<file path="config.mk">
export PLATFORM = sky130hd
export DESIGN_NAME = irq_subsys_top
export DESIGN_NICKNAME = d
export VERILOG_FILES = /design/src/irq_pkg.sv /design/src/irq_subsys_top.sv /design/src/irq_csr.sv /design/src/irq_trap_seq.sv /design/src/irq_int_controller.sv /design/src/irq_prio_arbiter.sv
export SDC_FILE = /design/constraint.sdc
export NUM_CORES = 1
export LEC_CHECK = 0
export ABC_CLOCK_PERIOD_IN_PS = 2900
export BUFFER_PORTS_ARGS = -buffer_cell sky130_fd_sc_hd__buf_2
export CORE_MARGIN = 2
export CORE_UTILIZATION = 40
export DETAILED_ROUTE_END_ITERATION = 8
export HOLD_SLACK_MARGIN = 0.12
export SLEW_MARGIN = 25
export SYNTH_ARGS = -nofsm -noshare
export SYNTH_HDL_FRONTEND = slang
export SYNTH_HIERARCHICAL = 1
export SYNTH_SLANG_ARGS = --single-unit
</file>
<file path="constraint.sdc">
create_clock -name clk_i -period 2.9 [get_ports clk_i]
set_input_delay 0.58 -clock clk_i [delete_from_list [all_inputs] [get_ports clk_i]]
set_output_delay 0.58 -clock clk_i [all_outputs]
set_load 0.05 [all_outputs]
</file>
<file path="src/irq_pkg.sv">
`default_nettype none

package irq_pkg;

  ////////////////////////////////////////
  // Sizing
  ////////////////////////////////////////

  // Data path width of the core
  localparam int unsigned XLEN = 32;

  // Default count of level interrupt lines
  localparam int unsigned NUM_IRQ = 32;

  // Id wide enough to name every line
  localparam int unsigned IRQ_ID_W = $clog2(NUM_IRQ);

  ////////////////////////////////////////
  // CSR map (machine mode only)
  ////////////////////////////////////////

  localparam int unsigned CSR_ADDR_W = 12;

  localparam logic [CSR_ADDR_W-1:0] CSR_MSTATUS = 12'h300;
  localparam logic [CSR_ADDR_W-1:0] CSR_MIE     = 12'h304;
  localparam logic [CSR_ADDR_W-1:0] CSR_MEPC    = 12'h341;
  localparam logic [CSR_ADDR_W-1:0] CSR_MCAUSE  = 12'h342;

  // Global enable and its saved copy inside mstatus
  localparam int unsigned MSTATUS_MIE_BIT  = 3;
  localparam int unsigned MSTATUS_MPIE_BIT = 7;

  ////////////////////////////////////////
  // Cause word
  ////////////////////////////////////////

  // Interrupt flag on top, code in the low bits
  typedef struct packed {
    logic                     irq;
    logic [XLEN-2-IRQ_ID_W:0] rsvd;
    logic [IRQ_ID_W-1:0]      code;
  } mcause_fields_t;

  // Software sees raw, trap logic fills fields
  typedef union packed {
    logic [XLEN-1:0] raw;
    mcause_fields_t  fields;
  } mcause_u;

endpackage

`default_nettype wire
</file>
<file path="src/irq_subsys_top.sv">
`timescale 1ns/1ps
`default_nettype none

module irq_subsys_top import irq_pkg::*; #(
  parameter int unsigned NUM_IRQ = irq_pkg::NUM_IRQ
) (
  input  wire logic                  clk_i,
  input  wire logic                  rst_ni,

  // Level interrupt lines
  input  wire logic [NUM_IRQ-1:0]    irq_lines_i,

  // Stand-ins for the pipeline
  input  wire logic                  stall_i,
  input  wire logic [XLEN-1:0]       pc_i,
  input  wire logic                  mret_i,

  // Software CSR port
  input  wire logic                  csr_we_i,
  input  wire logic [CSR_ADDR_W-1:0] csr_addr_i,
  input  wire logic [XLEN-1:0]       csr_wdata_i,
  output logic [XLEN-1:0]            csr_rdata_o,

  output logic                       trap_o
);

  ////////////////////////////////////////
  // Internal nets
  ////////////////////////////////////////

  // Arbiter to controller
  logic                irq;
  logic [IRQ_ID_W-1:0] irq_id;

  // Controller and sequencer exchange
  logic                irq_req_ctrl;
  logic [IRQ_ID_W-1:0] irq_id_ctrl;
  logic                ctrl_ack;
  logic                ctrl_kill;

  // Sequencer to CSRs
  logic                trap_take;
  logic [IRQ_ID_W-1:0] trap_id;

  // CSR enables
  logic                m_ie;
  logic [NUM_IRQ-1:0]  irq_mask;

  ////////////////////////////////////////
  // Instances
  ////////////////////////////////////////

  // Lowest enabled line wins
  irq_prio_arbiter #(
    .NUM_IRQ (NUM_IRQ)
  ) u_arbiter (
    .irq_lines_i (irq_lines_i),
    .irq_mask_i  (irq_mask),
    .irq_o       (irq),
    .irq_id_o    (irq_id)
  );

  irq_int_controller u_int_controller (
    .clk_i          (clk_i),
    .rst_ni         (rst_ni),
    .irq_i          (irq),
    .irq_id_i       (irq_id),
    .m_ie_i         (m_ie),
    .ctrl_ack_i     (ctrl_ack),
    .ctrl_kill_i    (ctrl_kill),
    .irq_req_ctrl_o (irq_req_ctrl),
    .irq_id_ctrl_o  (irq_id_ctrl)
  );

  // Core controller model
  irq_trap_seq u_trap_seq (
    .clk_i       (clk_i),
    .rst_ni      (rst_ni),
    .irq_req_i   (irq_req_ctrl),
    .irq_id_i    (irq_id_ctrl),
    .stall_i     (stall_i),
    .m_ie_i      (m_ie),
    .ctrl_ack_o  (ctrl_ack),
    .ctrl_kill_o (ctrl_kill),
    .trap_take_o (trap_take),
    .trap_id_o   (trap_id),
    .trap_o      (trap_o)
  );

  irq_csr #(
    .NUM_IRQ (NUM_IRQ)
  ) u_csr (
    .clk_i       (clk_i),
    .rst_ni      (rst_ni),
    .csr_we_i    (csr_we_i),
    .csr_addr_i  (csr_addr_i),
    .csr_wdata_i (csr_wdata_i),
    .csr_rdata_o (csr_rdata_o),
    .trap_take_i (trap_take),
    .trap_id_i   (trap_id),
    .pc_i        (pc_i),
    .mret_i      (mret_i),
    .m_ie_o      (m_ie),
    .irq_mask_o  (irq_mask)
  );

endmodule

`default_nettype wire

</file>
<file path="src/irq_csr.sv">
`timescale 1ns/1ps
`default_nettype none

module irq_csr import irq_pkg::*; #(
  parameter int unsigned NUM_IRQ = irq_pkg::NUM_IRQ
) (
  input  wire logic                  clk_i,
  input  wire logic                  rst_ni,

  // Software access port
  input  wire logic                  csr_we_i,
  input  wire logic [CSR_ADDR_W-1:0] csr_addr_i,
  input  wire logic [XLEN-1:0]       csr_wdata_i,
  output logic [XLEN-1:0]            csr_rdata_o,

  // Trap entry and return from the sequencer
  input  wire logic                  trap_take_i,
  input  wire logic [IRQ_ID_W-1:0]   trap_id_i,
  input  wire logic [XLEN-1:0]       pc_i,
  input  wire logic                  mret_i,

  // Enables back into the interrupt path
  output logic                       m_ie_o,
  output logic [NUM_IRQ-1:0]         irq_mask_o
);

  ////////////////////////////////////////
  // Registers
  ////////////////////////////////////////

  // mstatus fields
  logic               mie_q;
  logic               mie_d;
  logic               mpie_q;
  logic               mpie_d;

  // mie as a per-line mask
  logic [NUM_IRQ-1:0] mask_q;
  logic [NUM_IRQ-1:0] mask_d;

  logic [XLEN-1:0]    mepc_q;
  logic [XLEN-1:0]    mepc_d;
  mcause_u            mcause_q;
  mcause_u            mcause_d;

  // Software write decode
  logic               wr_mstatus;
  logic               wr_mie;
  logic               wr_mepc;
  logic               wr_mcause;

  assign wr_mstatus = csr_we_i && (csr_addr_i == CSR_MSTATUS);
  assign wr_mie     = csr_we_i && (csr_addr_i == CSR_MIE);
  assign wr_mepc    = csr_we_i && (csr_addr_i == CSR_MEPC);
  assign wr_mcause  = csr_we_i && (csr_addr_i == CSR_MCAUSE);

  ////////////////////////////////////////
  // Update priority
  ////////////////////////////////////////

  // Trap first, then mret, then software
  always_comb begin
    mie_d    = mie_q;
    mpie_d   = mpie_q;
    mask_d   = mask_q;
    mepc_d   = mepc_q;
    mcause_d = mcause_q;

    if (trap_take_i) begin
      // Save the enable and shut interrupts off
      mpie_d = mie_q;
      mie_d  = 1'b0;
    end else if (mret_i) begin
      mie_d  = mpie_q;
      mpie_d = 1'b1;
    end else if (wr_mstatus) begin
      mie_d  = csr_wdata_i[MSTATUS_MIE_BIT];
      mpie_d = csr_wdata_i[MSTATUS_MPIE_BIT];
    end

    // Mask has no hardware writer
    if (wr_mie) begin
      mask_d = csr_wdata_i[NUM_IRQ-1:0];
    end

    if (trap_take_i) begin
      mepc_d                = pc_i;
      mcause_d.fields.irq   = 1'b1;
      mcause_d.fields.rsvd  = '0;
      mcause_d.fields.code  = trap_id_i;
    end else begin
      if (wr_mepc) begin
        mepc_d = csr_wdata_i;
      end
      if (wr_mcause) begin
        mcause_d.raw = csr_wdata_i;
      end
    end
  end

  always_ff @(posedge clk_i or negedge rst_ni) begin
    if (!rst_ni) begin
      mie_q        <= 1'b0;
      mpie_q       <= 1'b0;
      mask_q       <= '0;
      mepc_q       <= '0;
      mcause_q.raw <= '0;
    end else begin
      mie_q    <= mie_d;
      mpie_q   <= mpie_d;
      mask_q   <= mask_d;
      mepc_q   <= mepc_d;
      mcause_q <= mcause_d;
    end
  end

  assign m_ie_o     = mie_q;
  assign irq_mask_o = mask_q;

  ////////////////////////////////////////
  // Read mux
  ////////////////////////////////////////

  // Unmapped addresses read as zero
  always_comb begin
    csr_rdata_o = '0;
    unique case (csr_addr_i)
      CSR_MSTATUS: begin
        csr_rdata_o[MSTATUS_MIE_BIT]  = mie_q;
        csr_rdata_o[MSTATUS_MPIE_BIT] = mpie_q;
      end
      CSR_MIE:    csr_rdata_o[NUM_IRQ-1:0] = mask_q;
      CSR_MEPC:   csr_rdata_o = mepc_q;
      CSR_MCAUSE: csr_rdata_o = mcause_q.raw;
      default:    csr_rdata_o = '0;
    endcase
  end

endmodule

`default_nettype wire

</file>
<file path="src/irq_trap_seq.sv">
`timescale 1ns/1ps
`default_nettype none

module irq_trap_seq import irq_pkg::*; (
  input  wire logic                clk_i,
  input  wire logic                rst_ni,

  // Request from the interrupt controller
  input  wire logic                irq_req_i,
  input  wire logic [IRQ_ID_W-1:0] irq_id_i,

  // Pipeline and enable state
  input  wire logic                stall_i,
  input  wire logic                m_ie_i,

  // Answer to the interrupt controller
  output logic                     ctrl_ack_o,
  output logic                     ctrl_kill_o,

  // Trap entry towards the CSRs
  output logic                     trap_take_o,
  output logic [IRQ_ID_W-1:0]      trap_id_o,
  output logic                     trap_o
);

  ////////////////////////////////////////
  // Accept or withdraw
  ////////////////////////////////////////

  // Registered copy of the taken trap
  logic trap_q;

  // Take the request once the pipeline is free
  // Enable must still be set at that point
  assign ctrl_ack_o = irq_req_i && !stall_i && m_ie_i;

  // Enable dropped while waiting so drop the request
  // Independent of stall so a stalled request can still be killed
  assign ctrl_kill_o = irq_req_i && !m_ie_i;

  ////////////////////////////////////////
  // Trap entry
  ////////////////////////////////////////

  // CSR update happens on the acknowledge edge
  assign trap_take_o = ctrl_ack_o;
  assign trap_id_o   = irq_id_i;

  always_ff @(posedge clk_i or negedge rst_ni) begin
    if (!rst_ni) begin
      trap_q <= 1'b0;
    end else begin
      trap_q <= ctrl_ack_o;
    end
  end

  // High for the cycle after the acknowledge
  assign trap_o = trap_q;

endmodule

`default_nettype wire

</file>
<file path="src/irq_int_controller.sv">
`timescale 1ns/1ps
`default_nettype none

module irq_int_controller import irq_pkg::*; (
  input  wire logic                clk_i,
  input  wire logic                rst_ni,

  // From the arbiter
  input  wire logic                irq_i,
  input  wire logic [IRQ_ID_W-1:0] irq_id_i,

  // Global enable from mstatus
  input  wire logic                m_ie_i,

  // Response from the core side
  input  wire logic                ctrl_ack_i,
  input  wire logic                ctrl_kill_i,

  // Request towards the core side
  output logic                     irq_req_ctrl_o,
  output logic [IRQ_ID_W-1:0]      irq_id_ctrl_o
);

  ////////////////////////////////////////
  // State
  ////////////////////////////////////////

  typedef enum logic [1:0] {
    ST_IDLE,
    ST_PENDING,
    ST_DONE
  } irq_state_e;

  irq_state_e          state_q;
  irq_state_e          state_d;

  // Id captured on entry to pending
  logic [IRQ_ID_W-1:0] irq_id_q;
  logic [IRQ_ID_W-1:0] irq_id_d;

  // Request is a pure decode of the state
  assign irq_req_ctrl_o = (state_q == ST_PENDING);
  assign irq_id_ctrl_o  = irq_id_q;

  always_ff @(posedge clk_i or negedge rst_ni) begin
    if (!rst_ni) begin
      state_q  <= ST_IDLE;
      irq_id_q <= '0;
    end else begin
      state_q  <= state_d;
      irq_id_q <= irq_id_d;
    end
  end

  ////////////////////////////////////////
  // Next state
  ////////////////////////////////////////

  always_comb begin
    state_d  = state_q;
    irq_id_d = irq_id_q;
    unique case (state_q)
      // Only qualify lines while globally enabled
      ST_IDLE: begin
        if (m_ie_i && irq_i) begin
          state_d  = ST_PENDING;
          irq_id_d = irq_id_i;
        end
      end
      // Hold id stable until the core answers
      ST_PENDING: begin
        if (ctrl_ack_i) begin
          state_d = ST_DONE;
        end else if (ctrl_kill_i) begin
          state_d = ST_IDLE;
        end
      end
      // One dead cycle after a taken trap
      ST_DONE: begin
        state_d = ST_IDLE;
      end
      default: begin
        state_d = ST_IDLE;
      end
    endcase
  end

endmodule

`default_nettype wire

</file>
<file path="src/irq_prio_arbiter.sv">
`timescale 1ns/1ps
`default_nettype none

module irq_prio_arbiter import irq_pkg::*; #(
  parameter int unsigned NUM_IRQ = irq_pkg::NUM_IRQ
) (
  input  wire logic [NUM_IRQ-1:0]  irq_lines_i,
  input  wire logic [NUM_IRQ-1:0]  irq_mask_i,
  output logic                     irq_o,
  output logic [IRQ_ID_W-1:0]      irq_id_o
);

  ////////////////////////////////////////
  // Masking
  ////////////////////////////////////////

  // Lines allowed to interrupt this cycle
  logic [NUM_IRQ-1:0] irq_masked;

  assign irq_masked = irq_lines_i & irq_mask_i;

  // Any enabled line still high
  assign irq_o = |irq_masked;

  ////////////////////////////////////////
  // Fixed priority encode
  ////////////////////////////////////////

  // Line 0 is the highest priority
  // Walk down from the top so the lowest set index is written last
  always_comb begin
    irq_id_o = '0;
    for (int i = NUM_IRQ - 1; i >= 0; i--) begin
      if (irq_masked[i]) begin
        irq_id_o = IRQ_ID_W'(i);
      end
    end
  end

  // Id is only meaningful while irq_o is high
  // With no line pending the encoder falls back to zero

endmodule

`default_nettype wire

</file>
# == After elaboration in Yosys (flattened, before gate mapping) ==
# Index checks and enable logic that the tools add are counted.
# totals
ff_bits,106
input_bits,113
out_inout_bits,33
elab_cells,84
# classes
eq_ne,7
n_mux,51
n_bitwise,1
reduce_logical,17
# ops
cell,n
$mux 5,32
$mux 32,4
$pmux 24 s3,1
$eq 12x10->1 const B,4
$and 32x32->32,1
$reduce_or 32->1,1
$pmux 3 s3,2
$logic_and 1x1->1,8
$pmux 1 s4,2
$mux 1,6
$mux 2,3
$pmux 2 s2,1
$reduce_and 2->1,2
$reduce_bool 2->1,2
$ne 3x3->1 const B,1
$reduce_bool 3->1,1
$eq 2x1->1 const B,1
$logic_not 1->1,2
$logic_not 2->1,1
$ne 2x1->1 const B,1

# == Longest topological paths before layout ==
# depth
depth_word,33
depth_mapped,8
depth_no_buf,7

# == By module ==
# Netlist, hierarchy kept.
# modules_own_cells
mod,n_inst,cells_each,area_each_um2,seq_area_each_um2
irq_csr,1,441,4794.6,2452.4
irq_prio_arbiter,1,88,511.7,0.0
irq_int_controller,1,18,284.0,175.2
irq_trap_seq,1,9,88.8,25.0

# == Worst setup path after synthesis ==
# OpenSTA, ideal clock, no wires.
# synth_timing
path_kind,input port to output port
startpoint,input csr_addr_i[2]
endpoint,output csr_rdata_o[3]
t_arrival_ns,2.458
t_required_ns,2.320
setup_slack_ns,-0.138
path_stages,6
n_path_buf,2
path_cell_list,buf_6 -> or3b_4 -> nor4_1 -> clkbuf_1 -> nand2_1 -> o21ai_1
# synth_between
elab_chain_cells,2
elab_cells_between_ends,5
cone_classes,eq/ne (4); mux (1)
# synth_rtl
item,line,rtl
start: declaration,irq_subsys_top.sv:20,"input wire logic [CSR_ADDR_W-1:0] csr_addr_i,"
$eq 12x10->1,irq_csr.sv:127,unique case (csr_addr_i)
$pmux 1 s4 *,irq_csr.sv:127,
end: declaration,irq_subsys_top.sv:22,"output logic [XLEN-1:0] csr_rdata_o,"
# Every way passes the cells marked *; elsewhere a longest branch is shown, timed or not.

# == Worst setup path in the final report ==
# layout_timing
startpoint,input csr_addr_i[0]
endpoint,output csr_rdata_o[11]
# layout_between
elab_chain_cells,2
elab_cells_between_ends,4
cone_classes,eq/ne (3); mux (1)
# layout_rtl
item,line
$eq 12x10->1,irq_csr.sv:127
$pmux 24 s3 *,irq_csr.sv:127
# Marks and branches as above.

==> impl_metrics.toml <==
[run_status]
outcome = "finished, final reports clean"

[global_routing]
grt_start_max_net_pins = 51
gr-total-overflow = 0
antenna_found_initial = 0
grt_pass1_vias = 5060
grt_pass1_wl_um = 26600
grt_util_all_layers_pct = 22.8

[min_path]
min_path_type = "primary input to asynchronous set/reset pin"

[detailed_routing]
wire_per_inst_um = 19.5
viasPerCell = 5.96
vias = 5196
ant_nets = 0
route.detailed.drc = 0
drt_first_pass_iters = 9
wirelength_um = 17000
first_iter_violations = 493

[pwr]
p_clk_share_pct = 33.2
p_leak_uw = 0.00363
p_int_uw = 2880
p_seq_share_pct = 49.2
p_per_area_mw_per_mm2 = 563
vdd_drop_max_v = 0.000288
switchingPower_uw = 1080
combPwrFrac_pct = 17.6
switching_share_pct = 27.3

[clocking]
clk_path_buf_depth = 2
cts_tree = "built"
cts_inserted_buffers = 9
insertion_delay_ns = 0.35
cts.htree.levels = 3
clock_sinks = 106
holdBufCountCts = 0
clkTransAtPathRegs_ns = 0.06
cts-root-buf = "clkbuf_16"
cts_setup_buffers = 0

[critical_path]
path_common_cell = "buf_2"
worstSetupPathType = "primary input to primary output"
cp_num_cells = 7
r2r_cells = 7
slowest_stage = "or4_1"
critPathLaunchType = "primary input"
crit_path_max_fanout = 30
cp_cell_sequence = "buf_2, or4_1, nor4_4, buf_12, a222oi_1, inv_1, buf_2"
critPathArrivalTime_ns = 2.24
crit_family = "simple AND/OR/NAND/NOR gates"
crit_buf_inv = 4
ff2ff_setup_slack_ns = 0.66
slowest_delay_ns = 0.59
r2r_start = "u_csr/irq_mask_o[30]$_DFFE_PN0P_"
crit_required_ns = 2.32
critPathCaptureType = "primary output"
r2r-end = "u_int_controller/irq_id_ctrl_o[2]$_DFFE_PN0P_"

[place]
placed_cell_area_mm2 = 0.00670
io_buffers = 145
gp_congestion = 0.852
hpwl_um = 12000
dp_slack_ns = 0.0522

[synth]
ys.flop_type = "dfrtp_1"
ys_types = 53
netlist_instances = 556
seq_area_frac_synth_pct = 46.7
synth_seq_cells = 106
post_synth.cell_area_avg_um2 = 10.2
synth.top_cell.area_share_pct = 46.7
synth_common_cells = "dfrtp_1, nand2_1, a21oi_1, mux2_2"
synthesis.nets = 669
ys_warn_count = 6
yosysMostFrequentCell = "dfrtp_1"
syn-cell-area_mm2 = 0.00568
synth_top_cells_by_area = "dfrtp_1, mux2_2, a222oi_1"
synth-edff-count = 0
synth_top_area_cell = "dfrtp_1"
async_flop_share_pct = 100

[timing]
finalHoldViolCount = 0
fmax_mhz = 355
min_period_ns = 2.82
slew_viol_final = 0
finalSetupViolCount = 0
finalClockSkew_ns = 0.0113
slew_headroom_pct = 57.2
post-route-period-util_pct = 97.2
fin_ws_ns = 0.0817
tns_ns = 0
rsz0062_at_grt = "no"
worst_pin_slew_ns = 0.641

[layout]
nets = 800
fin_area_mm2 = 0.00705
n_antenna_cell = 0
fillCellCount = 1321
areaGrowthSynthToFinish_pct = 24.1
layout-drive-gt1-share_pct = 36.0

[floorplanning]
rows = 43
die-area_mm2 = 0.0152
io_pins = 146
start_util_pct = 40.9
core_area_mm2 = 0.0139
die_h_um = 123
die_x_um = 123

[job]
cap_viol_max_count = 0
==> layer usage <==
metal | wire, um | global-route usage, %
met2 | 8230 | 37.4
met5 | 0 | 0
met4 | 93 | 4.97
met3 | 1220 | 4.75
met1 | 7470 | 31.1
==> power groups by stage <==
stage	Combinational (uW)	Clock, uW	Sequential, uW
CTS	697	1350	1950
floorplan	452	0	1920
detailed placement	695	0	1970
finish	699	1320	1950
global route	794	1400	1980
global placement	667	0	1960
==> state kept, by name, summed over array words and instances (netlist names) <==
name,count
u_int_controller/irq_id_ctrl_o,5
u_csr/irq_mask_o,32
u_csr/mpie_q,1
u_csr/m_ie_o,1
u_int_controller/state_q,2
u_trap_seq/trap_o,1
u_csr/mepc_q,32
u_csr/mcause_q,32
==> timing repair <==
action | in CTS | in global routing
endpoints found under the hold margin | 0 | 0
setup endpoints to repair | 0 | 30
gates resized for setup | 0 | 5
==> cell families after synthesis <==
family | Yosys count | synth area share, %
buffers and inverters | 79 | 5.88
AND/OR/NAND/NOR | 162 | 15.6
flip-flops | 106 | 46.7
AO/OA/AOI/OAI | 166 | 23.4
multiplexers | 43 | 8.44
==> how the worst max path moves through the flow <==
stage                             start               to
after floorplan           csr_addr_i[0]  csr_rdata_o[30]
final                     csr_addr_i[0]  csr_rdata_o[11]
after global placement    csr_addr_i[0]  csr_rdata_o[11]
after global routing      csr_addr_i[0]  csr_rdata_o[23]
after CTS                 csr_addr_i[0]  csr_rdata_o[28]
after detailed placement  csr_addr_i[0]  csr_rdata_o[28]
==> worst register-to-register path: stages, from the launching register on <==
cell and delay (ns):
dfrtp_1 0.42, a22o_1 0.24, and3b_1 0.25, nand2_1 0.10
nor3_2 0.21, or3b_1 0.40, and4bb_4 0.25, mux2_2 0.27
==> metrics by stage <==
| step | utilization, % | hold WS [ns] | cells | power, uW |
|---|---|---|---|---|
| 4_1_cts | 50.5 | 0.270 | 872 | 3990 |
| 6_report | 50.8 | 0.253 | 872 | 3970 |
| 3_3_place_gp | 48.2 | 0.417 | 856 | 2630 |
| 5_1_grt | 50.8 | 0.305 | 872 | 4170 |
| 3_5_place_dp | 48.2 | 0.425 | 856 | 2670 |
| 2_1_floorplan | - | 0.284 | 556 | 2370 |
==> layout by cell type (no fill, tap or decap), types with 5 or more instances in the layout <==
master / n
nor2b_1: 32
o221a_2: 5
buf_2: 144
clkbuf_16: 9
dfrtp_1: 106
a222oi_1: 30
nand3_1: 6
o21ai_0: 5
a41oi_1: 31
mux2_2: 38
a22o_1: 28
inv_1: 32
nor4_4: 5
buf_4: 16
nor2_1: 9
nand2_1: 70
a21oi_1: 38
buf_12: 5
a22oi_1: 7
nand2b_1: 8
==> final cells by class <==
cell class              instances  area (um2)  share of cell area [%]
repair buffers                167         963                    13.7
clock inverters                 5        77.6                    1.10
inverters                      32         120                    1.70
clock buffers                  11         243                    3.44
flip-flops and latches        106        2650                    37.6
multi-input cells             371        2770                    39.2
well taps                     180         225                    3.20
(Power assumes the default switching activity.)
